## src/common/bgs_pkg.sv

```systemverilog
package bgs_pkg;

  // Frame geometry
  localparam int FRAME_W = 64;
  localparam int FRAME_H = 48;
  localparam int X_W     = 6;
  localparam int Y_W     = 6;

  typedef logic [15:0] rgb565_t;  // R5 G6 B5

  typedef struct packed {
    logic [7:0] r;
    logic [7:0] g;
    logic [7:0] b;
  } rgb888_t;

  typedef struct packed {
    logic [X_W-1:0] x;
    logic [Y_W-1:0] y;
  } coord_t;

  typedef enum logic [1:0] {
    CLS_BG        = 2'd0,
    CLS_FG        = 2'd1,
    CLS_SHADOW    = 2'd2,
    CLS_HIGHLIGHT = 2'd3
  } px_class_e;

  localparam rgb565_t COLOR_BG        = 16'h07E0;  // Green
  localparam rgb565_t COLOR_FG        = 16'hF800;  // Red
  localparam rgb565_t COLOR_SHADOW    = 16'h001F;  // Blue
  localparam rgb565_t COLOR_HIGHLIGHT = 16'hFFE0;  // Yellow

  // Brightness ratio bounds in sixteenths
  localparam int ALPHA_LO_Q4  = 8;
  localparam int SHADOW_Q4    = 14;
  localparam int HIGHLIGHT_Q4 = 18;
  localparam int ALPHA_HI_Q4  = 24;
  localparam int CD_Q4        = 1;   // Sine squared bound
  localparam int LEARN_SHIFT  = 2;   // Model moves 1/4 of the way per update

  typedef struct packed {
    coord_t  xy;
    rgb888_t i;
    rgb888_t e;
  } pix_model_t;

  typedef struct packed {
    coord_t      xy;
    rgb888_t     i;
    rgb888_t     e;
    logic [17:0] ie;
    logic [17:0] ee;
    logic [17:0] ii;
    logic [35:0] cross2;  // |I x E| squared
  } dist_terms_t;

endpackage

```

## src/common/mem_pkg.sv

```systemverilog
package mem_pkg;

  localparam int MODEL_DEPTH = bgs_pkg::FRAME_W * bgs_pkg::FRAME_H;
  localparam int MODEL_AW    = 12;

  typedef logic [MODEL_AW-1:0] model_addr_t;
  typedef bgs_pkg::rgb888_t    model_entry_t;

  typedef struct packed {
    logic         valid;
    model_addr_t  addr;
    model_entry_t entry;
  } model_wr_t;

  // Which side owns the RAM port this cycle
  typedef enum logic {
    REQ_READ  = 1'b0,
    REQ_WRITE = 1'b1
  } requester_e;

  // Raster index of a pixel
  function automatic model_addr_t xy_to_addr(bgs_pkg::coord_t xy);
    return model_addr_t'(xy.y * bgs_pkg::FRAME_W + xy.x);
  endfunction

endpackage

```

## src/pixel_ingest.sv

```systemverilog
module pixel_ingest (
  input  logic                  clk_pixel,
  input  logic                  sys_rst_pixel,
  input  logic                  pix_valid_i,
  input  bgs_pkg::rgb565_t      pix_i,
  input  bgs_pkg::coord_t       pix_xy_i,
  output logic                  rd_en_o,
  output mem_pkg::model_addr_t  rd_addr_o,
  input  mem_pkg::model_entry_t rd_entry_i,
  output logic                  pm_valid_o,
  output bgs_pkg::pix_model_t   pm_o
);

  bgs_pkg::rgb888_t pix_exp;
  bgs_pkg::rgb888_t pix_q;
  bgs_pkg::coord_t  xy_q;
  logic             pix_valid_q;

  // Zero fill the low bits of each channel
  assign pix_exp.r = {pix_i[15:11], 3'b000};
  assign pix_exp.g = {pix_i[10:5], 2'b00};
  assign pix_exp.b = {pix_i[4:0], 3'b000};

  // Read goes out in the same cycle, estimate is back one cycle later
  assign rd_en_o   = pix_valid_i;
  assign rd_addr_o = mem_pkg::xy_to_addr(pix_xy_i);

  always_ff @(posedge clk_pixel or posedge sys_rst_pixel) begin
    if (sys_rst_pixel) begin
      pix_valid_q <= 1'b0;
      pm_valid_o  <= 1'b0;
    end else begin
      pix_valid_q <= pix_valid_i;
      pm_valid_o  <= pix_valid_q;
    end
  end

  always_ff @(posedge clk_pixel) begin
    if (pix_valid_i) begin
      pix_q <= pix_exp;
      xy_q  <= pix_xy_i;
    end
    pm_o.xy <= xy_q;
    pm_o.i  <= pix_q;
    pm_o.e  <= rd_entry_i;  // Lines up with pix_q
  end

  // Free cycle after every pixel is what lets a held write through
  a_pix_spacing: assert property (@(posedge clk_pixel) disable iff (sys_rst_pixel)
    pix_valid_i |=> !pix_valid_i)
    else $error("pix_valid_i high in two adjacent cycles");

endmodule

```

## config.mk

```make
export PLATFORM = sky130hd
export DESIGN_NAME = pixel_ingest
export DESIGN_NICKNAME = d
export VERILOG_FILES = /design/src/common/bgs_pkg.sv /design/src/common/mem_pkg.sv /design/src/pixel_ingest.sv
export SDC_FILE = /design/constraint.sdc
export NUM_CORES = 1
export LEC_CHECK = 0
export BUFFER_PORTS_ARGS = -buffer_cell sky130_fd_sc_hd__buf_2
export CAP_MARGIN = 20
export CELL_PAD_IN_SITES_DETAIL_PLACEMENT = 0
export CELL_PAD_IN_SITES_GLOBAL_PLACEMENT = 1
export CORE_MARGIN = 2
export CORE_UTILIZATION = 36
export CTS_BUF_LIST = sky130_fd_sc_hd__clkbuf_4
export DETAILED_ROUTE_END_ITERATION = 16
export PLACE_DENSITY = 0.94
export SYNTH_ARGS = -nofsm -noshare
export SYNTH_HDL_FRONTEND = slang
export SYNTH_SLANG_ARGS = --single-unit
```

## constraint.sdc

```tcl
create_clock -name clk_pixel -period 0.92 [get_ports clk_pixel]
set_input_delay 0.184 -clock clk_pixel [delete_from_list [all_inputs] [get_ports clk_pixel]]
set_output_delay 0.184 -clock clk_pixel [all_outputs]
set_load 0.005 [all_outputs]
```

# == Word-level counts from Yosys, hierarchy flattened ==
# Index checks and enable logic that the tools add are counted.
# word_totals
register_bits,82
input_bits,55
elab_cells,16
# classes
add_sub_neg,1
# ops
operator,n
$add 12x6->12,1

# == Logic depth before layout (Yosys ltp) ==
# depth
ltp_word,1
mapped_depth,1
depth_no_buf,1

# == Worst setup path after synthesis ==
# OpenSTA, ideal clock, no wires.
# synth_path
kind,reg2out
startpoint,register pm_valid_o
endpoint,output port pm_valid_o
arrival_time_ps,349
required_time_ps,736
path_slack_ps,387
stages_incl_launch_ff,1
path_cell_list,dfrtp_1
# synth_rtl
item,line_no,rtl
from (decl),pixel_ingest.sv:10,"output logic pm_valid_o,"
from (signal assigned),pixel_ingest.sv:34,pm_valid_o <= pix_valid_q;
# No word-level cell between the ends.

# == Worst setup path after layout ==
# layout_path
startpoint,register pm_valid_o
endpoint,output port pm_valid_o
# No word-level cell between the ends.

==> impl_metrics.csv <==
group,metric,value,unit
outcome,outcome,"finished, violations left",
outcome,violations,"setup timing",
floorplanning,dieHeight,80.32,um
critical_path,crit_family,"flip-flops",
cts,clk_latency,400,ps
global_routing,grt_max_degree,20,
synthesis,synth_top_cell_by_area,"dfxtp_1",
critical_path,r2r_setup_slack,420,ps
sta,setup_viol,53,
sta,clock_skew,12.12,ps
placement,dpl.hpwl,2651,um
pwr,power_leakage,1.559,nW
cts,cts_tree,"built",
placement,dp_slack,126.8,ps
placement,place.gp.congestion,0.6325,
global_routing,antenna_found_initial,0,
critical_path,startpoint_type,"flip-flop",
critical_path,criticalPathCategory,"flip-flop to primary output",
cts,htree_levels,3,
finish,drive_above_1_share,54.61,%
critical_path,worstPathMaxFanout,1,
finish,syn2layout_area_growth,62.29,%
synthesis,synth_seq_area_share,92.12,%
route,routed_via_density,3.850,
sta,setup_slack,-165.5,ps
synthesis,synth_ff_type,"dfxtp_1",
global_routing,grt_pass1_wl,6030,um
critical_path,critPathArrivalTime,900,ps
cts,cts_made_buffers,9,
route,wl,4291,um
route,drc_errors,0,
hold_path,whs_path_depth,2,
synthesis,ys_warn_count,0,
critical_path,cp-end-kind,"primary output",
floorplanning,die_area,6451,sq um
floorplanning,die_width,80.32,um
global_routing,grt_pass1_vias,1317,
critical_path,worst-path-stages,1,
critical_path,crit_chain,"buf_2",
pwr,power_density,1882,nW/um^2
placement,portBuffers,120,
sta,period_share,118.0,%
finish,fill_cells,464,
critical_path,startpoint,"pm_valid_o",
global_routing,grt_usage,13.35,%
cts,clockBufferDepth,2,
sta,hold_violations,0,
hold_path,hold_class,"input pin to flip-flop",
synthesis,synth-edff-count,28,
route,wire_per_inst,12.12,um
route,dr.pass1.iters,5,
synthesis,synth_most_common_cell,"dfxtp_1",
route,ant_nets,0,
sta,whs,103.0,ps
cts,postCtsSetupBuffers,0,
finish,stdcell_area,3403,sq um
synthesis,postSynthRegisterBits,82,
placement,placed_area,2696,sq um
synthesis,syn_avg_cell_area,19.97,sq um
route,drt_iter0_markers,39,
floorplanning,start_util,37.62,%
cts,cts_sinks,82,
synthesis,synth_area_leaders,"dfxtp_1, edfxtp_1, buf_4",
floorplanning,core,5574,sq um
critical_path,rr_worst_depth,0,
flow_run,cap_viol_max_count,0,
floorplanning,num_rows,27,
synthesis,async_flop_share,2.439,%
sta,max_freq,921.3,MHz
finish,final_core_util,61.06,%
synthesis,netlist.area_leader.share,49.64,%
pwr,ir_drop,1175,uV
synthesis,yosys-top-cells-count,"dfxtp_1, edfxtp_1, buf_4",
critical_path,critPathSlowestCell,"dfrtp_1",
synthesis,syn_area,2097,sq um
critical_path,timing.rr.start,"xy_q[6]",
critical_path,path_buf_inv,1,
critical_path,critPathRequiredTime,740,ps
finish,fin_nets,332,
sta,rsz0062_at_grt,"yes",
sta,maxSlewViolCount,0,
finish,insertedDiodeCount,0,
synthesis,synth.distinct_cells,6,
floorplanning,pin_count,129,
hold_path,min_from,"pix_valid_i",
critical_path,cpPeakStageDelay,380,ps
route,vias,1363,
global_routing,grt_overflow,0,
synthesis,netlist_instances,105,
cts,clk_pin_slew,130,ps
sta,layout_min_cycle_time,1085,ps
cts,root_buffer,"clkbuf_4",
-- power breakdown --
part / leakage, nW / internal, mW / switching (mW)
clock network: 0.0663 / 0.591 / 1.16
registers: 0.736 / 4.02 / 0.0662
logic: 0.756 / 0.380 / 0.192
-- per-stage QoR --
stage	setup TNS [ps]	total power [mW]	instances
2_1_floorplan	0	4.247	112
3_3_place_gp	0	4.514	285
3_5_place_dp	0	4.534	285
4_1_cts	-7299	6.453	354
5_1_grt	-8585	6.733	354
6_report	-5216	6.403	354
-- flip-flops by register name, summed over array words and instances, names as in the netlist --
| signal | cells |
|---|---|
| xy_q | 12 |
| pix_q | 16 |
| pix_valid_q | 1 |
| pm_o | 52 |
| pm_valid_o | 1 |
-- layout make-up --
class / instances / area, sq um / share of cell area [%]
well taps: 72 / 90.09 / 2.647
inverters: 1 / 3.754 / 0.1103
multi-input cells: 8 / 30.03 / 0.8824
clock inverters: 6 / 43.79 / 1.287
repair buffers: 175 / 1209 / 35.51
flip-flops and latches: 82 / 1952 / 57.35
clock buffers: 10 / 75.07 / 2.206
-- per-layer routing --
metal,vias up,routed length [um],track usage [%]
met5,-,0,0
met4,0,68,8.644
met3,6,258,3.708
met2,66,2531,25.50
met1,629,1433,12.05
li1,662,-,-
-- repair_timing --
item | 4_1_cts | 5_1_grt
cloned | 0 | 0
resized for setup | 2 | 20
hold buffers | 53 | 0
setup endpoints to repair | 53 | 53
pin swaps | 0 | 0
endpoints found under the hold margin | 54 | 0
-- cell usage in the layout (no fill, tap or decap) --
cell,netlist,routed
clkinv_2,0,2
clkinvlp_4,0,1
buf_2,0,114
dlygate4sd3_1,0,53
buf_12,0,2
clkbuf_4,0,10
buf_6,0,6
inv_1,1,1
dfrtp_1,2,2
dfxtp_2,0,16
dfxtp_1,52,36
conb_1,1,8
clkinv_4,0,3
edfxtp_1,28,28
-- cells by family (layout without fill, tap and decap cells) --
group        Yosys count  in the layout  share of synthesized area [%]
buf+inv               22            192                          7.697
flops                 82             82                          92.12
other cells            1              8                         0.1788
-- final timing paths --
kind,to
max in group asynchronous,pm_valid_o
max reg2reg,pm_o[54]
min,pix_valid_q
min in group asynchronous,pix_valid_q
min reg2reg,pm_o[48]
max,pm_valid_o
Power figures use the tool's default switching activity.
