<file path="src/common/bgs_pkg.sv">
package bgs_pkg;

  // Frame geometry
  localparam int FRAME_W = 64;
  localparam int FRAME_H = 48;
  localparam int X_W     = 6;
  localparam int Y_W     = 6;

  typedef logic [15:0] rgb565_t;  // R5 G6 B5

  typedef struct packed {
    logic [7:0] r;
    logic [7:0] g;
    logic [7:0] b;
  } rgb888_t;

  typedef struct packed {
    logic [X_W-1:0] x;
    logic [Y_W-1:0] y;
  } coord_t;

  typedef enum logic [1:0] {
    CLS_BG        = 2'd0,
    CLS_FG        = 2'd1,
    CLS_SHADOW    = 2'd2,
    CLS_HIGHLIGHT = 2'd3
  } px_class_e;

  localparam rgb565_t COLOR_BG        = 16'h07E0;  // Green
  localparam rgb565_t COLOR_FG        = 16'hF800;  // Red
  localparam rgb565_t COLOR_SHADOW    = 16'h001F;  // Blue
  localparam rgb565_t COLOR_HIGHLIGHT = 16'hFFE0;  // Yellow

  // Brightness ratio bounds in sixteenths
  localparam int ALPHA_LO_Q4  = 8;
  localparam int SHADOW_Q4    = 14;
  localparam int HIGHLIGHT_Q4 = 18;
  localparam int ALPHA_HI_Q4  = 24;
  localparam int CD_Q4        = 1;   // Sine squared bound
  localparam int LEARN_SHIFT  = 2;   // Model moves 1/4 of the way per update

  typedef struct packed {
    coord_t  xy;
    rgb888_t i;
    rgb888_t e;
  } pix_model_t;

  typedef struct packed {
    coord_t      xy;
    rgb888_t     i;
    rgb888_t     e;
    logic [17:0] ie;
    logic [17:0] ee;
    logic [17:0] ii;
    logic [35:0] cross2;  // |I x E| squared
  } dist_terms_t;

endpackage

</file>
<file path="src/common/mem_pkg.sv">
package mem_pkg;

  localparam int MODEL_DEPTH = bgs_pkg::FRAME_W * bgs_pkg::FRAME_H;
  localparam int MODEL_AW    = 12;

  typedef logic [MODEL_AW-1:0] model_addr_t;
  typedef bgs_pkg::rgb888_t    model_entry_t;

  typedef struct packed {
    logic         valid;
    model_addr_t  addr;
    model_entry_t entry;
  } model_wr_t;

  // Which side owns the RAM port this cycle
  typedef enum logic {
    REQ_READ  = 1'b0,
    REQ_WRITE = 1'b1
  } requester_e;

  // Raster index of a pixel
  function automatic model_addr_t xy_to_addr(bgs_pkg::coord_t xy);
    return model_addr_t'(xy.y * bgs_pkg::FRAME_W + xy.x);
  endfunction

endpackage

</file>
<file path="src/model_updater.sv">
module model_updater (
  input  logic               clk_pixel,
  input  logic               sys_rst_pixel,
  input  logic               learn_i,
  input  logic               cls_valid_i,
  input  bgs_pkg::px_class_e cls_i,
  input  bgs_pkg::coord_t    cls_xy_i,
  input  bgs_pkg::rgb888_t   cls_pix_i,
  input  bgs_pkg::rgb888_t   cls_est_i,
  output mem_pkg::model_wr_t wr_o
);

  // E + ((I - E) >>> shift), floor rounding keeps it inside 0..255
  function automatic logic [7:0] avg_step(logic [7:0] pix, logic [7:0] est);
    logic signed [8:0] diff;
    logic signed [8:0] step;
    diff = $signed({1'b0, pix}) - $signed({1'b0, est});
    step = diff >>> bgs_pkg::LEARN_SHIFT;
    return est + step[7:0];
  endfunction

  always_comb begin
    // Detect mode only tracks pixels that still look like background
    wr_o.valid   = cls_valid_i && (learn_i || cls_i == bgs_pkg::CLS_BG);
    wr_o.addr    = mem_pkg::xy_to_addr(cls_xy_i);
    wr_o.entry.r = avg_step(cls_pix_i.r, cls_est_i.r);
    wr_o.entry.g = avg_step(cls_pix_i.g, cls_est_i.g);
    wr_o.entry.b = avg_step(cls_pix_i.b, cls_est_i.b);
  end

  // Input spacing carried through the pipe, the store relies on it
  a_wr_spacing: assert property (@(posedge clk_pixel) disable iff (sys_rst_pixel)
    wr_o.valid |=> !wr_o.valid)
    else $error("model writes in two adjacent cycles");

endmodule

</file>
<file path="config.mk">
export PLATFORM = sky130hd
export DESIGN_NAME = model_updater
export DESIGN_NICKNAME = d
export VERILOG_FILES = /design/src/common/bgs_pkg.sv /design/src/common/mem_pkg.sv /design/src/model_updater.sv
export SDC_FILE = /design/constraint.sdc
export NUM_CORES = 1
export LEC_CHECK = 0
export BUFFER_PORTS_ARGS = -buffer_cell sky130_fd_sc_hd__buf_2
export CAP_MARGIN = 20
export CELL_PAD_IN_SITES_DETAIL_PLACEMENT = 1
export CELL_PAD_IN_SITES_GLOBAL_PLACEMENT = 1
export CORE_MARGIN = 5
export CORE_UTILIZATION = 28
export DETAILED_ROUTE_END_ITERATION = 7
export PLACE_DENSITY = 0.77
export SYNTH_ARGS = -nofsm -noshare
export SYNTH_HDL_FRONTEND = slang
export SYNTH_SLANG_ARGS = --single-unit
</file>
<file path="constraint.sdc">
create_clock -name vclk -period 2.75
set_input_delay 0.1375 -clock vclk [all_inputs]
set_output_delay 0.1375 -clock vclk [all_outputs]
set_load 0.01 [all_outputs]
</file>
# Yosys cells after proc, flatten, opt, wreduce, memory -nomap -nowiden
# Index checks and enable logic that the tools add are counted.
[word_totals]
regBits = 0
inputBits = 66
output_inout_bits = 37
word_cells = 10
[op_classes]
n_addsub = 7
n_reduce_logical = 3
[ops]
columns = ["operator", "count"]
rows = [
  ["8-bit by 8-bit subtractor with 9-bit output", 3],
  ["8-bit adder", 3],
  ["12-bit by 6-bit adder with 12-bit output", 1],
  ["2-bit zero test", 1],
  ["1-bit logical AND", 1],
  ["1-bit logical OR", 1],
]

# Logic depth before layout (Yosys ltp)
[depth]
depth_word = 3
depth_mapped = 14
depth_no_buf = 14

# Worst setup path after synthesis
# No wires, ideal clock.
[synth_path]
kind = "input to output"
startpoint = "input port cls_est_i[1] in the netlist's numbering"
endpoint = "output port wr_o[7] in the netlist's numbering"
t_arrival_ns = 2.805
required_ns = 2.612
setup_slack_ns = -0.193
stages = 14
path_buffers = 0
path_cell_list = "inv_1 -> ha_1 -> a21o_1 -> a21oi_2 -> o21bai_1 -> a21oi_1 -> xnor2_1 -> ha_1 -> and3_1 -> a2111o_1 -> a21o_1 -> a21o_1 -> xnor2_1 -> xnor2_1"
[synth_rtl]
columns = ["element", "line", "text"]
rows = [
  ["start, declared", "model_updater.sv:9", "input bgs_pkg::rgb888_t cls_est_i,"],
  ["end, declared", "model_updater.sv:10", "output mem_pkg::model_wr_t wr_o"],
]

==> impl_metrics.json <==
{
  "slowest_stage": "a2111o_1",
  "p_total_uw": 1347,
  "criticalPathCategory": "input pin to primary output",
  "cap_violations": 0,
  "fin_hold_ws_ps": 275.0,
  "ctsHoldBuffers": 0,
  "yosysTopAreaCellShare": 0.3097,
  "design.seq.count": 0,
  "crit_path_frequent_cell": "a21o_1",
  "yosys.area_share.simple": 0.1342,
  "arrival_ps": 2950,
  "routed_wirelength_mm": 6.113,
  "share_comb_of_total_power": 1.000,
  "yosysUniqueCellTypes": 38,
  "grt_max_degree": 6,
  "setup_viol": 4,
  "min_period_ps": 3086,
  "synthAdderAreaFrac": 0.3451,
  "pre_cts_ws_ps": -423.7,
  "p_leak_uw": 0.001547,
  "rsz0062_at_grt": "true",
  "post-route-period-util": 1.122,
  "vias_per_cell": 4.720,
  "synthTopCellsByArea": "ha_1, xnor2_1, inv_1, buf_4, a21oi_1",
  "synthMuxAreaShare": 0,
  "route.detailed.wl_per_inst_um": 14.28,
  "fmaxAchievable_mhz": 324.0,
  "cpLargestDelayFamily": "compound AO/OA/AOI/OAI gates",
  "ys_seq_area_frac": 0,
  "final_nets": 466,
  "seq_power_share": 0,
  "setup_ws_ps": -336.3,
  "synth_xor_area_frac": 0.1807,
  "cp_cell_sequence": "buf_12, inv_12, ha_4, a21o_1, a21oi_2, o21bai_1, a21oi_1, xnor2_1, ha_1, and3_1, a2111o_1, a21o_1, a21o_1, xnor2_2, xnor2_1, buf_2",
  "core_area_um2": 5921,
  "grt_util_all_layers": 0.1429,
  "timing.setup.tns_ps": -620.2,
  "clock_buffers": 0,
  "vias": 2020,
  "dr.pass1.iters": 2,
  "clockPowerShare": 0,
  "drtIter0Drc": 27,
  "crit_required_ps": 2610,
  "violations": "setup timing",
  "hpwl_mm": 5.054,
  "syn_area_per_cell_um2": 7.541,
  "place_congestion": 0.7632,
  "end_kind": "primary output",
  "antenna_found_initial": 0,
  "num_io_pins": 103,
  "initial_core_util": 0.2866,
  "grt_pass1_vias": 2212,
  "report.final.slew_viol_count": 0,
  "cp_slowest_stage_delay_ps": 380,
  "hold_viol": 0,
  "globalRouteOverflowTotal": 0,
  "drive_gt1_frac": 0.5269,
  "die_h_um": 87.84,
  "dieArea_um2": 7716,
  "ant_nets": 0,
  "syn-num-nets": 336,
  "sw_frac_of_total": 0.4733,
  "grt_pass1_wl_mm": 9.232,
  "drc": 0,
  "status": "complete, but fails checks",
  "seq_area_um2": 0,
  "synth_top_family_by_area": "adder cells",
  "powerDensity_nw_per_um2": 461.6,
  "die_x_um": 87.84,
  "synth_warnings": 0,
  "syn_inst": 225,
  "antenna_cells": 0,
  "slew-limit-headroom": 0.7517,
  "hold_path_class": "input pin to primary output",
  "ir_worst_vdd_mv": 0.2758,
  "path_buf_inv": 3,
  "netlist_area_um2": 1697,
  "switchingPower_uw": 637.4,
  "worstMarginPinSlew_ps": 371.7,
  "cp_max_fo": 3,
  "p_int_uw": 709.3,
  "port_buffers": 77,
  "area_growth_pct": 71.98,
  "synth_compound_area_frac": 0.2094,
  "synth_top_area_cell": "ha_1",
  "num_rows": 28,
  "crit_path_start_kind": "input pin"
}
==> worst paths after layout <==
kind | slack (ps) | from | end | depth (start not counted)
setup / recovery | -340 | cls_est_i[1] | wr_o[7] | 16
hold / removal | 280 | cls_xy_i[7] | wr_o[25] | 0
==> cell usage after synthesis (2+ instances only) <==
master / count
a21boi_0: 2
o31ai_1: 2
nand2_1: 4
nor3b_1: 2
a21o_1: 7
inv_1: 35
xor2_1: 7
o31a_1: 2
or3_1: 2
ha_1: 42
o21ai_0: 6
o21a_1: 5
buf_4: 12
nor2_1: 18
nand2b_1: 6
o21bai_1: 2
fa_1: 3
a21oi_1: 16
nand3_1: 2
nor2b_1: 5
xnor2_1: 28
==> per-stage QoR <==
| stage | cell area [um^2] | util | cells |
|---|---|---|---|
| floorplan | 1725 | - | 225 |
| global placement | 2497 | 0.4218 | 416 |
| detailed placement | 2497 | 0.4218 | 416 |
| CTS | 2689 | 0.4541 | 422 |
| global route | 2918 | 0.4928 | 428 |
| finish | 2918 | 0.4928 | 428 |
==> layer usage <==
layer  share of wire  global-route usage  vias up  wire length, um
met5               0                   0        -                0
met4           0.018             0.02371        0              107
met3           0.037             0.01129        8              225
met2            0.59              0.3082       46             3623
met1            0.35              0.1463      951             2157
li1                -                   -     1015                -
==> layout by cell type, fill, tap and decap left out, types with 2 or more instances in the layout <==
cell type | synthesis | layout
buf_4 | 12 | 59
o31a_1 | 2 | 2
ha_1 | 42 | 37
nor2_2 | 0 | 7
nor2_1 | 18 | 10
ha_4 | 0 | 4
buf_6 | 0 | 6
a21oi_1 | 16 | 12
a21oi_2 | 1 | 5
buf_8 | 0 | 2
o21ai_0 | 6 | 2
o21a_1 | 5 | 5
inv_1 | 35 | 31
nand2b_1 | 6 | 5
buf_2 | 0 | 72
nand2_1 | 4 | 3
a21boi_4 | 0 | 2
fa_1 | 3 | 2
o21ai_1 | 1 | 2
a21o_1 | 7 | 7
xor2_2 | 0 | 2
o21ai_4 | 0 | 2
nor3b_1 | 2 | 2
xnor2_1 | 28 | 27
or3_1 | 2 | 2
o21bai_1 | 2 | 2
xor2_1 | 7 | 5
nor2b_4 | 0 | 2
nor2b_1 | 5 | 3
==> timing repair <==
| action | 4_1_cts | 5_1_grt |
|---|---|---|
| buffers inserted | 7 | 7 |
| pin swaps | 24 | 38 |
| setup endpoints to repair | 9 | 11 |
| resized for setup | 36 | 38 |
| gates cloned | 0 | 0 |
==> power by group through the flow <==
stage | registers, uW | logic (uW) | clock network (uW)
floorplan | 0 | 648 | 0
global placement | 0 | 1070 | 0
detailed placement | 0 | 1120 | 0
CTS | 0 | 1240 | 0
global route | 0 | 1470 | 0
finish | 0 | 1350 | 0
==> cell families after synthesis <==
logic type / after synthesis
buffers and inverters: 47
AOI/OAI and AO/OA: 53
and+or+nand+nor: 45
adders and majority gates: 45
xor gates and xnor gates: 35
==> cell type report <==
class | instances | area [um^2]
Tap cell | 75 | 93.84
Fill cell | 756 | 3003
Inverter | 35 | 151.4
Multi-Input combinational cell | 178 | 1752
Timing Repair Buffer | 140 | 920.9
(Power assumes the default switching activity.)
