==> src/common/bgs_pkg.sv <==
package bgs_pkg;

  // Frame geometry
  localparam int FRAME_W = 64;
  localparam int FRAME_H = 48;
  localparam int X_W     = 6;
  localparam int Y_W     = 6;

  typedef logic [15:0] rgb565_t;  // R5 G6 B5

  typedef struct packed {
    logic [7:0] r;
    logic [7:0] g;
    logic [7:0] b;
  } rgb888_t;

  typedef struct packed {
    logic [X_W-1:0] x;
    logic [Y_W-1:0] y;
  } coord_t;

  typedef enum logic [1:0] {
    CLS_BG        = 2'd0,
    CLS_FG        = 2'd1,
    CLS_SHADOW    = 2'd2,
    CLS_HIGHLIGHT = 2'd3
  } px_class_e;

  localparam rgb565_t COLOR_BG        = 16'h07E0;  // Green
  localparam rgb565_t COLOR_FG        = 16'hF800;  // Red
  localparam rgb565_t COLOR_SHADOW    = 16'h001F;  // Blue
  localparam rgb565_t COLOR_HIGHLIGHT = 16'hFFE0;  // Yellow

  // Brightness ratio bounds in sixteenths
  localparam int ALPHA_LO_Q4  = 8;
  localparam int SHADOW_Q4    = 14;
  localparam int HIGHLIGHT_Q4 = 18;
  localparam int ALPHA_HI_Q4  = 24;
  localparam int CD_Q4        = 1;   // Sine squared bound
  localparam int LEARN_SHIFT  = 2;   // Model moves 1/4 of the way per update

  typedef struct packed {
    coord_t  xy;
    rgb888_t i;
    rgb888_t e;
  } pix_model_t;

  typedef struct packed {
    coord_t      xy;
    rgb888_t     i;
    rgb888_t     e;
    logic [17:0] ie;
    logic [17:0] ee;
    logic [17:0] ii;
    logic [35:0] cross2;  // |I x E| squared
  } dist_terms_t;

endpackage

==> src/fg_bbox.sv <==
module fg_bbox (
  input  logic               clk_pixel,
  input  logic               sys_rst_pixel,
  input  logic               cls_valid_i,
  input  bgs_pkg::px_class_e cls_i,
  input  bgs_pkg::coord_t    cls_xy_i,
  output logic               bbox_valid_o,
  output logic               bbox_found_o,
  output bgs_pkg::coord_t    bbox_min_o,
  output bgs_pkg::coord_t    bbox_max_o
);

  logic            is_fg;
  logic            is_last;
  logic            found_q;
  logic            found_next;
  bgs_pkg::coord_t min_q;
  bgs_pkg::coord_t max_q;
  bgs_pkg::coord_t min_next;
  bgs_pkg::coord_t max_next;

  assign is_fg      = cls_valid_i && (cls_i == bgs_pkg::CLS_FG);
  assign is_last    = cls_valid_i && (cls_xy_i.x == bgs_pkg::FRAME_W - 1)
                      && (cls_xy_i.y == bgs_pkg::FRAME_H - 1);
  assign found_next = found_q || is_fg;

  always_comb begin
    min_next = min_q;
    max_next = max_q;
    if (is_fg && !found_q) begin  // First hit seeds the box
      min_next = cls_xy_i;
      max_next = cls_xy_i;
    end else if (is_fg) begin
      if (cls_xy_i.x < min_q.x) min_next.x = cls_xy_i.x;
      if (cls_xy_i.y < min_q.y) min_next.y = cls_xy_i.y;
      if (cls_xy_i.x > max_q.x) max_next.x = cls_xy_i.x;
      if (cls_xy_i.y > max_q.y) max_next.y = cls_xy_i.y;
    end
  end

  always_ff @(posedge clk_pixel or posedge sys_rst_pixel) begin
    if (sys_rst_pixel) begin
      found_q      <= 1'b0;
      bbox_valid_o <= 1'b0;
      bbox_found_o <= 1'b0;
    end else begin
      bbox_valid_o <= is_last;
      if (is_last) begin
        bbox_found_o <= found_next;
        found_q      <= 1'b0;  // Fresh box next frame
      end else begin
        found_q <= found_next;
      end
    end
  end

  always_ff @(posedge clk_pixel) begin
    min_q <= min_next;
    max_q <= max_next;
    if (is_last) begin
      bbox_min_o <= min_next;
      bbox_max_o <= max_next;
    end
  end

endmodule

==> config.mk <==
export PLATFORM = sky130hd
export DESIGN_NAME = fg_bbox
export DESIGN_NICKNAME = d
export VERILOG_FILES = /design/src/common/bgs_pkg.sv /design/src/fg_bbox.sv
export SDC_FILE = /design/constraint.sdc
export NUM_CORES = 1
export LEC_CHECK = 0
export ABC_CLOCK_PERIOD_IN_PS = 2400
export BUFFER_PORTS_ARGS = -buffer_cell sky130_fd_sc_hd__buf_4
export CORE_UTILIZATION = 54
export DETAILED_ROUTE_END_ITERATION = 8
export GPL_TIMING_DRIVEN = 0
export PLACE_DENSITY = 0.8
export SLEW_MARGIN = 10
export SYNTH_ARGS = -nofsm -noshare
export SYNTH_HDL_FRONTEND = slang
export SYNTH_SLANG_ARGS = --single-unit
==> constraint.sdc <==
create_clock -name clk_pixel -period 2.4 [get_ports clk_pixel]
set_input_delay 0.36 -clock clk_pixel [delete_from_list [all_inputs] [get_ports clk_pixel]]
set_output_delay 0.36 -clock clk_pixel [all_outputs]
set_load 0.02 [all_outputs]
[Word level (Yosys, flattened, before mapping)]
Cells that the tools add are included.
Word-level totals
  RAM bits: 0
  input port bits: 17
  memories: 0
  register bits: 51
  bits in read-only memories: 0
  logic and storage cells: 33
  latch bits: 0
  output and inout port bits: 26
Cells by class
  $add $sub $neg: 0
  bitwise logic cells: 0
  multiply operators: 0
  divide/modulo/power cells: 0
  magnitude comparators: 4
  shifts and indexed selects: 0
  reduce and logical (&&, ||, !) cells: 6
  equal/unequal tests: 3
  mux-type cells: 9
Operator list (count)
  $mux 12: 4
  $mux 6: 4
  $eq 6x6->1 const B: 2
  $gt 6x6->1: 2
  $lt 6x6->1: 2
  $logic_and 1x1->1: 4
  $eq 2x1->1 const B: 1
  $logic_not 1->1: 1
  $logic_or 1x1->1: 1
  $mux 1: 1

[Depth between registers and ports, before layout]
  depth after elaboration: 4
  depth in mapped cells: 6
  mapped depth without buffers: 6

[Worst setup path after synthesis]
No wires, ideal clock.
  path kind: input port to flip-flop
  start point: input port cls_xy_i[4] in the netlist's numbering
  end point: register bbox_max_o[0] in the netlist's numbering, enable pin
  cell stages on the path: 2
  arrival: 3.139 ns
  setup time: 0.478 ns
  setup slack: -1.217 ns
  data required time: 1.922 ns
  buffers on the path: 0
  path through: nand4b_1 > nor4_1
On the way
  cells in the longest elaborated chain, start to end: 2
RTL lines
  start: declaration: line fg_bbox.sv:6  | input bgs_pkg::coord_t cls_xy_i,
  $eq 6x6->1: line fg_bbox.sv:24  | && (cls_xy_i.y == bgs_pkg::FRAME_H - 1);
  $logic_and 1x1->1: line fg_bbox.sv:24
  net is_last: line fg_bbox.sv:14  | logic is_last;
  end signal: assignment: line fg_bbox.sv:62  | bbox_max_o <= max_next;
  end: declaration: line fg_bbox.sv:10  | output bgs_pkg::coord_t bbox_max_o
The timed path passes the listed nets, and every way through them passes these cells.
A chain may end at the register's enable or synchronous reset.

==> flow_summary.ini <==
[grt]
grt_pass1_wl_mm = 6.76
grt_max_degree = 17
grt_pass1_vias = 1495
antenna_found_initial = 0
overflow = 0
grt_use_total_pct = 21.2

[timing]
fin_crit_sh_pct = 84.5
setup_viol = 0
rsz0062_at_grt = no
worst_slew_pin_slew_ps = 930
fin_crit_ps = 2030
hold_viol = 0
relSlewSlack_pct = 37.5
final-max-slew-violation-count = 0
clock_skew_ps = 11.0
fmax_ghz = 0.493

[routing]
first_pass_iters = 4
remaining_drc_errors = 0
wirelength_met1_mm = 1.73
vias = 1462
route.met3.wl_um = 160
drtIter0Drc = 72
totalWireLength_mm = 4.17
wl_met2_mm = 2.23
avgRoutedWirePerCell_um = 15.6
vias_per_cell = 5.48
ant_nets = 0
maxUsedRoutingLayer = met4

[yosys]
avgSynthCellArea_sq_um = 13.6
synth.cell_area_sq_um = 2250
syn-instance-count = 165
ys_warn_count = 0
synth_flop_cell = edfxtp_1
synth.distinct_cells = 27
async_flop_share_pct = 5.88
synth_nets = 204
synth_area_leaders = edfxtp_1, dfxtp_1, ha_1, mux2_2, inv_1
netlist.top_cell.by_area = edfxtp_1
yosys.area.top_type_share_pct = 32.0
ys_seq_area_share_pct = 56.7
ys_seq_elements = 51
synth_edf_count = 24

[placed_design]
gp_congestion = 0.827
port-buffer-count = 42
hpwl_mm = 3.15

[flow_run]
maxCapViolCount = 0

[final_layout]
drive_gt1_share_pct = 38.2
area_growth_pct = 23.2
multi_input_area_sq_um = 901
fillers = 291
seq_area_sq_um = 1280
n_antenna_cell = 0
nets = 255
utilization_pct = 69.3

[critical_path]
cp.arrival_ps = 2080
endpoint_kind = register
endpoint = bbox_max_o[8]
path_max_fanout = 6
cp_cell_sequence = inv_1 -> ha_1 -> nand4_1 -> o21bai_1 -> a31oi_4 -> mux2_2
startpoint = max_q[11]
reg2regPathDepth = 6
rrSetupSlack_ps = 370
start_kind = register
critPathKind = reg2reg
r2r_start = max_q[11]
cpPeakStageDelay_ps = 390
required_ps = 2450
crit_slowest_cell = mux2_2
r2r_end = bbox_max_o[8]

[clock_tree]
cts_buffer_depth = 2
numCtsBuffers = 5
htreeDepth = 2
cts_hold_buffers = 1
clkSlewWorstSetupHoldPaths_ps = 90
clk-insertion-delay-late_ps = 310
cts_tree = built
cts_setup_buffers = 0
post_cts_resized = 0
cts_root_buf = clkbuf_8
cts_sinks = 51

[pwr]
seqPwrFrac_pct = 47.5
p_sw_mw = 0.796
finalPower_mw = 2.73
peakVddDrop_v = 0.000619
power_frac_comb_pct = 31.6
swShare_pct = 29.2
pwr_density_cell_nw_per_um2 = 984
leakage_nw = 1.25
clkPwrFrac_pct = 20.9
p_int_mw = 1.93

[run_status]
status = finished, final reports clean

[floorplan]
die_h_um = 66.6
coreArea_sq_um = 4000
io_pins = 43
rows = 23
dieWidth_um = 66.6
initial_utilization_pct = 56.3
dieArea_sq_um = 4430

[hold_path]
min_path_type = in2reg
power by group through the flow:
stage	combinational, mW	sequential, mW	clock [mW]
finish	0.862	1.30	0.571
global route	0.985	1.32	0.616
CTS	0.868	1.30	0.581
detailed placement	0.857	1.32	0
global placement	0.789	1.30	0
floorplan	0.672	1.28	0
synth_stat cells (all sizes together), types with 2 or more instances:
cell type,number
dfrtp,3
nor2b,2
ha,22
a21o,4
dfxtp,24
a31oi,2
a211oi,2
a21oi,5
nand4,3
o21ai,2
and3,2
mux2,24
nand3,7
o221ai,2
edfxtp,24
a41o,2
nand2b,2
o21bai,2
inv,24
nor2,3
worst min-delay path by stage:
stage / depth (start not counted) / slack, ps / to / from
final: 2 / 350 / max_q[4] / cls_xy_i[4]
after global routing: 2 / 340 / min_q[0] / cls_xy_i[0]
after CTS: 2 / 330 / min_q[9] / cls_xy_i[9]
after detailed placement: 2 / 250 / bbox_valid_o / sys_rst_pixel
after global placement: 2 / 230 / bbox_valid_o / sys_rst_pixel
after floorplan: 1 / 110 / bbox_found_o / sys_rst_pixel
layout make-up:
class	instances	area share [%]
Tap cell	50	2.26
Clock buffer	5	2.48
Timing Repair Buffer	44	12.1
Clock inverter	3	1.40
Sequential cell	51	46.0
Inverter	24	3.25
Multi-Input combinational cell	90	32.5
critical path, delay by kind of cell (launching register included):
family / cells / cell delay [ps]
buffers and inverters: 1 / 50
AND/OR/NAND/NOR: 1 / 140
flip-flops: 1 / 350
multiplexers: 1 / 390
adder cells (fa/ha/maj): 1 / 340
AO/OA/AOI/OAI: 2 / 510
through the flow:
stage | cells | instance area (sq um) | hold WS [ps] | setup TNS (ps) | setup WS, ps
final | 267 | 2770 | 345 | 0 | 372
after floorplan | 165 | 2270 | 114 | 0 | 455
after detailed placement | 258 | 2660 | 247 | 0 | 247
after global routing | 267 | 2770 | 339 | 0 | 264
after global placement | 257 | 2650 | 232 | -1370 | -58.5
after CTS | 267 | 2770 | 335 | 0 | 372
cell usage in the layout (no fill, tap or decap), drive strengths merged, types with 2 or more instances in the layout:
cell    Yosys  routed
clkbuf      0       5
nor2b       2       2
and3        2       2
dfrtp       3       3
a41o        2       2
o21bai      2       2
a211oi      2       2
nand4       3       3
a21oi       5       5
o21ai       2       2
edfxtp     24      24
a31oi       2       2
o221ai      2       2
clkinv      0       2
inv        24      24
a21o        4       4
nand2b      2       2
mux2       24      24
buf         0      43
nand3       7       7
nor2        3       3
ha         22      22
dfxtp      24      24
logic make-up after synthesis:
group,synth area share (%)
buf+inv,4.00
simple gates,5.83
fa+ha+maj,12.2
mux,12.2
flops,56.7
compound gates,9.11
registers in the layout, indices dropped and copies added, names as in the netlist:
name / cells
bbox_max_o: 12
bbox_min_o: 12
max_q: 12
min_q: 12
bbox_found_o: 1
bbox_valid_o: 1
found_q: 1
layer usage:
| metal | vias up | track usage (%) |
|---|---|---|
| met3 | 6 | 5.14 |
| met1 | 715 | 23.7 |
| met2 | 37 | 38.6 |
| met4 | 0 | 7.71 |
| li1 | 704 | - |
| met5 | - | 0 |
Power figures use the tool's default switching activity.
