==> src/common/bgs_pkg.sv <==
package bgs_pkg;

  // Frame geometry
  localparam int FRAME_W = 64;
  localparam int FRAME_H = 48;
  localparam int X_W     = 6;
  localparam int Y_W     = 6;

  typedef logic [15:0] rgb565_t;  // R5 G6 B5

  typedef struct packed {
    logic [7:0] r;
    logic [7:0] g;
    logic [7:0] b;
  } rgb888_t;

  typedef struct packed {
    logic [X_W-1:0] x;
    logic [Y_W-1:0] y;
  } coord_t;

  typedef enum logic [1:0] {
    CLS_BG        = 2'd0,
    CLS_FG        = 2'd1,
    CLS_SHADOW    = 2'd2,
    CLS_HIGHLIGHT = 2'd3
  } px_class_e;

  localparam rgb565_t COLOR_BG        = 16'h07E0;  // Green
  localparam rgb565_t COLOR_FG        = 16'hF800;  // Red
  localparam rgb565_t COLOR_SHADOW    = 16'h001F;  // Blue
  localparam rgb565_t COLOR_HIGHLIGHT = 16'hFFE0;  // Yellow

  // Brightness ratio bounds in sixteenths
  localparam int ALPHA_LO_Q4  = 8;
  localparam int SHADOW_Q4    = 14;
  localparam int HIGHLIGHT_Q4 = 18;
  localparam int ALPHA_HI_Q4  = 24;
  localparam int CD_Q4        = 1;   // Sine squared bound
  localparam int LEARN_SHIFT  = 2;   // Model moves 1/4 of the way per update

  typedef struct packed {
    coord_t  xy;
    rgb888_t i;
    rgb888_t e;
  } pix_model_t;

  typedef struct packed {
    coord_t      xy;
    rgb888_t     i;
    rgb888_t     e;
    logic [17:0] ie;
    logic [17:0] ee;
    logic [17:0] ii;
    logic [35:0] cross2;  // |I x E| squared
  } dist_terms_t;

endpackage

==> src/classify/pixel_classifier.sv <==
module pixel_classifier (
  input  logic                 clk_pixel,
  input  logic                 sys_rst_pixel,
  input  logic                 dt_valid_i,
  input  bgs_pkg::dist_terms_t dt_i,
  output logic                 cls_valid_o,
  output bgs_pkg::px_class_e   cls_o,
  output bgs_pkg::rgb565_t     cls_color_o,
  output bgs_pkg::coord_t      cls_xy_o,
  output bgs_pkg::rgb888_t     cls_pix_o,
  output bgs_pkg::rgb888_t     cls_est_o
);

  logic [43:0]        cd_lhs;
  logic [43:0]        cd_rhs;
  logic [23:0]        ie_x16;
  logic [23:0]        lo_lim;
  logic [23:0]        sh_lim;
  logic [23:0]        hl_lim;
  logic [23:0]        hi_lim;
  bgs_pkg::px_class_e cls_d;

  // Ratios compared by cross multiplication, no divider
  assign cd_lhs = {4'b0000, dt_i.cross2, 4'b0000};
  assign cd_rhs = 44'(bgs_pkg::CD_Q4) * 44'(dt_i.ii) * 44'(dt_i.ee);
  assign ie_x16 = {2'b00, dt_i.ie, 4'b0000};
  assign lo_lim = 24'(bgs_pkg::ALPHA_LO_Q4) * 24'(dt_i.ee);
  assign sh_lim = 24'(bgs_pkg::SHADOW_Q4) * 24'(dt_i.ee);
  assign hl_lim = 24'(bgs_pkg::HIGHLIGHT_Q4) * 24'(dt_i.ee);
  assign hi_lim = 24'(bgs_pkg::ALPHA_HI_Q4) * 24'(dt_i.ee);

  always_comb begin
    if (dt_i.ee == '0) begin  // Black model, only black matches
      cls_d = (dt_i.ii == '0) ? bgs_pkg::CLS_BG : bgs_pkg::CLS_FG;
    end else if (cd_lhs > cd_rhs) begin
      cls_d = bgs_pkg::CLS_FG;  // Hue moved
    end else if (ie_x16 >= sh_lim && ie_x16 <= hl_lim) begin
      cls_d = bgs_pkg::CLS_BG;
    end else if (ie_x16 >= lo_lim && ie_x16 < sh_lim) begin
      cls_d = bgs_pkg::CLS_SHADOW;
    end else if (ie_x16 > hl_lim && ie_x16 <= hi_lim) begin
      cls_d = bgs_pkg::CLS_HIGHLIGHT;
    end else begin
      cls_d = bgs_pkg::CLS_FG;
    end
  end

  always_ff @(posedge clk_pixel or posedge sys_rst_pixel) begin
    if (sys_rst_pixel) begin
      cls_valid_o <= 1'b0;
    end else begin
      cls_valid_o <= dt_valid_i;
    end
  end

  always_ff @(posedge clk_pixel) begin
    cls_o     <= cls_d;
    cls_xy_o  <= dt_i.xy;
    cls_pix_o <= dt_i.i;
    cls_est_o <= dt_i.e;
  end

  always_comb begin
    cls_color_o = bgs_pkg::COLOR_FG;
    case (cls_o)
      bgs_pkg::CLS_BG:        cls_color_o = bgs_pkg::COLOR_BG;
      bgs_pkg::CLS_FG:        cls_color_o = bgs_pkg::COLOR_FG;
      bgs_pkg::CLS_SHADOW:    cls_color_o = bgs_pkg::COLOR_SHADOW;
      bgs_pkg::CLS_HIGHLIGHT: cls_color_o = bgs_pkg::COLOR_HIGHLIGHT;
    endcase
  end

  a_cls_known: assert property (@(posedge clk_pixel) disable iff (sys_rst_pixel)
    cls_valid_o |-> !$isunknown(cls_o))
    else $error("cls_o unknown while valid: %h", cls_o);

endmodule

==> config.mk <==
export PLATFORM = sky130hd
export DESIGN_NAME = pixel_classifier
export DESIGN_NICKNAME = d
export VERILOG_FILES = /design/src/common/bgs_pkg.sv /design/src/classify/pixel_classifier.sv
export SDC_FILE = /design/constraint.sdc
export NUM_CORES = 1
export LEC_CHECK = 0
export ABC_AREA = 1
export BUFFER_PORTS_ARGS = -buffer_cell sky130_fd_sc_hd__buf_4
export CAP_MARGIN = 20
export CORE_UTILIZATION = 55
export CTS_CLUSTER_SIZE = 40
export DETAILED_ROUTE_END_ITERATION = 10
export GPL_TIMING_DRIVEN = 0
export PLACE_DENSITY = 0.72
export SYNTH_ARGS = -nofsm -noshare
export SYNTH_HDL_FRONTEND = slang
export SYNTH_SLANG_ARGS = --single-unit
==> constraint.sdc <==
create_clock -name clk_pixel -period 1.4 [get_ports clk_pixel]
set_input_delay 0 -clock clk_pixel [delete_from_list [all_inputs] [get_ports clk_pixel]]
set_output_delay 0 -clock clk_pixel [all_outputs]
set_load 0.03 [all_outputs]
* After elaboration in Yosys (flattened, before gate mapping) *
Index checks and enable logic that the tools add are counted.

cells by class
  eq/ne operators = 3
  muxes and demuxes = 7
  magnitude comparators = 7
  reductions and logical operators = 6
  multipliers = 4

operators by type and width
  kind                                               number
  one-hot mux 16 bit (4 select lines)                1
  <= comparator 22 x 23 -> 1 bit                     2
  greater-than comparator 40 x 36 -> 1 bit           1
  logical NOT 18 bit                                 2
  multiplier 18 x 18 -> 36 bit                       1
  greater-than comparator 22 x 23 -> 1 bit           1
  greater-or-equal comparator 22 x 21 -> 1 bit       1
  greater-or-equal comparator 22 bit                 1
  less-than comparator 22 bit                        1
  multiplier 4 x 18 -> 22 bit, first input constant  1
  multiplier 3 x 18 -> 21 bit, first input constant  1
  multiplier 2 x 18 -> 20 bit, first input constant  1
  two-way mux 2 bit                                  5
  == test 2 bit, second input constant               2
  logical AND 1 bit                                  3
  == test 2 x 1 -> 1 bit, second input constant      1
  logical NOT 2 bit                                  1
  two-way mux 1 bit                                  1

storage, ports and cells
  bits of input ports = 153
  word-level logic and storage cells = 37
  bits in registers = 63
  output and inout bits = 79

* Logic depth before layout (Yosys ltp) *
  word-level depth = 8
  gate-level depth with buffers = 35

* Worst setup path after synthesis *
OpenSTA, ideal clock, no wires.

  path kind = input port to flip-flop
  from = input dt_i[71] (netlist bit)
  to = register cls_o[1]
  library setup time = 0.070 ns
  cell stages on the path = 30
  setup slack = -4.922 ns
  arrival = 6.252 ns
  path through = clkbuf_1 clkbuf_1 nand2_1 fa_1 fa_1 inv_1 fa_1 fa_1 fa_1 inv_1 fa_1 inv_1 ha_1 a21oi_1 o21ai_0 o21bai_2 a21oi_2 nand3b_1 nand2_1 nand2_1 nand2_1 ha_1 nand2_1 nor3_2 nand2_1 nor2_1 nand3_1 a21boi_1 nand2_1 a21oi_1

between the ends
  word-level cells in the longest chain between the ends = 8

RTL lines
  element                                                                                     line                                            RTL
  start, declared                                                                             pixel_classifier.sv:5                           input bgs_pkg::dist_terms_t dt_i,
  multiplier 4 x 18 -> 22 bit or multiplier 2 x 18 -> 20 bit (tied branches)                  pixel_classifier.sv:29, pixel_classifier.sv:30
  greater-than comparator 22 x 23 -> 1 bit or <= comparator 22 x 23 -> 1 bit (tied branches)  pixel_classifier.sv:41                          end else if (ie_x16 > hl_lim && ie_x16 <= hi_lim) begin
  logical AND 1 bit                                                                           pixel_classifier.sv:41
  two-way mux 2 bit                                                                           pixel_classifier.sv:41
  two-way mux 2 bit                                                                           pixel_classifier.sv:39                          end else if (ie_x16 >= lo_lim && ie_x16 < sh_lim) begin
  two-way mux 2 bit                                                                           pixel_classifier.sv:37                          end else if (ie_x16 >= sh_lim && ie_x16 <= hl_lim) begin
  two-way mux 2 bit                                                                           pixel_classifier.sv:35                          end else if (cd_lhs > cd_rhs) begin
  two-way mux 2 bit *                                                                         pixel_classifier.sv:33                          if (dt_i.ee == '0) begin
  end signal, assigned                                                                        pixel_classifier.sv:57                          cls_o <= cls_d;
  end, declared                                                                               pixel_classifier.sv:7                           output bgs_pkg::px_class_e cls_o,

Mark *: on every way between the ends. The rest lies on a longest branch, timed or not.

* Worst setup path in the final report *
  from = input dt_i[64] (netlist bit)
  to = register cls_o[0]

between the ends
  word-level cells in the longest chain between the ends = 7

RTL lines
  element                      line                    RTL
  multiplier 3 x 18 -> 21 bit  pixel_classifier.sv:28  assign sh_lim = 24'(bgs_pkg::SHADOW_Q4) * 24'(dt_i.ee);
  less-than comparator 22 bit  pixel_classifier.sv:39
  logical AND 1 bit            pixel_classifier.sv:39
  two-way mux 2 bit            pixel_classifier.sv:39
  two-way mux 2 bit            pixel_classifier.sv:37
  two-way mux 2 bit            pixel_classifier.sv:35
  two-way mux 2 bit *          pixel_classifier.sv:33
  via cls_d[0]                 pixel_classifier.sv:21  bgs_pkg::px_class_e cls_d;

Mark *: on every way through the listed nets, which the timed path passes. The rest lies on a longest branch.

==> flow_summary.yaml <==
sta:
  finalHoldViolations: 0
  max_freq_mhz: 157
  finalSetupViolations: 13
  fin_crit_sh_pct: 455
  worstMarginPinSlew_ps: 717
  finalCriticalPeriod_ps: 6360
  maxSlewHeadroom_pct: 51.8
  setup_tns_ps: -12510
  rsz0062_at_grt: "yes"
  final-max-slew-violation-count: 0
  setup_slack_ps: -4960
yosys:
  netlist_area_um2: 18300
  synthFlopType: "dfxtp_1"
  ys_seq_area_share_pct: 6.91
  async_flop_share_pct: 1.59
  syn-num-nets: 3096
  avgSynthCellArea_um2: 7.71
  ys_ff_latch: 63
  yosys_warnings: 0
  yosysUniqueCellTypes: 57
  synth_edf_count: 0
  syn_inst: 2374
clocking:
  clk_path_buf_depth: 2
  h-tree-depth: 3
  path_clk_slew_ps: 60
  cts-root-buf: "clkbuf_16"
  numCtsBuffers: 9
  cts_tree: "done"
  cts_sinks: 63
floorplan:
  fp.dieW_um: 184
  num_rows: 66
  design.core.area_um2: 32600
  initial_core_util_pct: 56.1
  pin_count: 232
  dieArea_um2: 34000
  die_h_um: 184
worst_hold_path:
  hp-class: "in2async"
place:
  place_congestion: 0.990
  dp_hpwl_um: 47200
  dp_cells: 3029
  io_buffer_count: 213
  dp_worst_setup_slack_ps: -6090
job:
  maxCapViolations: 0
finish:
  drive_gt1_share_pct: 22.5
  final_cell_mix: "inv_1, nand2_1, buf_4, ha_1, fa_1"
  final_common_cell: "inv_1"
  layout.cells.non_filler: 3189
  nNetsFinal: 3464
  area.growth.synth_to_final_pct: 32.0
  fin_util_pct: 74.1
  diodes: 0
routing:
  wirelength_um: 62100
  drt_iter0_drc: 1297
  ant_nets: 0
  drc_errors: 0
  drt-vias-per-instance: 5.41
  dr.pass1.iters: 6
  num_vias: 17240
  detail_route.wl_per_cell_um: 19.5
worst_setup_path:
  cp.required_ps: 1580
  criticalPathCategory: "in2reg"
  path_max_fanout: 10
  cp_top_family: "adder cells"
  startpoint_type: "primary input"
  cp.depth: 32
  critPathMostFrequentCell: "fa_1"
  cp_slowest_cell: "fa_1"
  cp-endpoint: "cls_o[0]$_DFF_P_"
  crit_arrival_ps: 6550
  worst-path-buf-inv: 9
  slowest_delay_ps: 570
  crit_path_end_kind: "flop"
  crit_start: "dt_i[64]"
global_route:
  antenna_found_initial: 0
  grt_max_degree: 14
  track_usage_pct: 37.7
  grt_first_pass_wirelength_um: 96900
  grt.overflow.total: 0
  grt_pass1_vias: 18392
run_status:
  outcome: "complete, but fails checks"
  violations: "negative setup slack"
[flip-flops by register name (all words and copies together), names as in the netlist]
signal / cells
cls_xy_o: 12
cls_valid_o: 1
cls_pix_o: 24
cls_est_o: 24
cls_o: 2
[tightest hold or removal path: cells and delay by family]
kind     cells  cell delay, ps
buf+inv      3             750
[cell usage after synthesis, types with 5 or more instances]
cell type / n / share of area [%]
inv_1: 599 / 12
nand2_1: 542 / 11
ha_1: 293 / 20
fa_1: 276 / 30
a21oi_1: 114 / 3.1
nor2_1: 84 / 1.7
dfxtp_1: 62 / 6.8
clkbuf_1: 52 / 1.1
xor2_1: 43 / 2.1
nand3_1: 40 / 1.1
o21ai_0: 34 / 0.93
xnor2_1: 33 / 1.6
nand4_1: 21 / 0.72
buf_1: 18 / 0.37
o21ai_1: 15 / 0.41
nor3_1: 14 / 0.38
a21oi_2: 13 / 0.62
buf_4: 13 / 0.53
nor4_1: 10 / 0.34
a31oi_1: 8 / 0.27
o21ai_2: 7 / 0.33
a21o_1: 6 / 0.25
o21a_1: 6 / 0.25
o31ai_1: 6 / 0.25
o21bai_1: 5 / 0.20
[timing repair]
item                                    CTS  global route
endpoints found under the hold margin    62             0
pin swaps                                77            55
gates cloned                              3             0
setup buffers                            64            15
endpoints found under the setup margin   17            14
resized for setup                       181            61
hold buffers                             62             0
[worst min-delay path by stage]
stage,to,slack [ps],depth (start not counted)
2_1_floorplan,cls_valid_o$_DFF_PP0_,-270,1
3_3_place_gp,cls_valid_o$_DFF_PP0_,-160,2
3_5_place_dp,cls_valid_o$_DFF_PP0_,-150,2
4_1_cts,cls_valid_o$_DFF_PP0_,70,3
5_1_grt,cls_valid_o$_DFF_PP0_,90,3
6_report,cls_valid_o$_DFF_PP0_,90,3
[stage by stage]
stage,area [um^2],hold WS (ps)
after floorplan,19200,-271
after global placement,21300,-156
after detailed placement,21300,-150
after CTS,23800,69.5
after global routing,24200,94.6
final,24200,86.9
[final cells by class]
class / instances / area (um^2)
Multi-Input combinational cell: 1625 / 15300
Timing Repair Buffer: 357 / 3080
Sequential cell: 63 / 1270
Clock inverter: 7 / 128
Clock buffer: 9 / 225
Fill cell: 2424 / 8450
Tap cell: 442 / 553
Buffer: 85 / 1320
Inverter: 601 / 2260
[cell families after synthesis]
group	count (synthesis)	synth area share [%]
simple gates	734	16.4
buf+inv	686	14.3
fa+ha+maj	569	50.2
compound gates	246	8.57
xor+xnor	76	3.63
flops	63	6.91
[layer usage]
layer  share of wire (%)  vias to the layer above  wire length (um)  global-route usage [%]
met5                   0                        -                 0                       0
met2                  48                      845             30100                    65.4
met3                 7.5                      216              4640                    4.72
li1                    -                     7925                 -                       -
met1                  38                     8254             23600                    45.5
met4                 6.0                        0              3710                    20.6
Power is left out: the tool's default activity adds up to more than one toggle a clock period on the data nets, which glitch-free logic cannot reach.
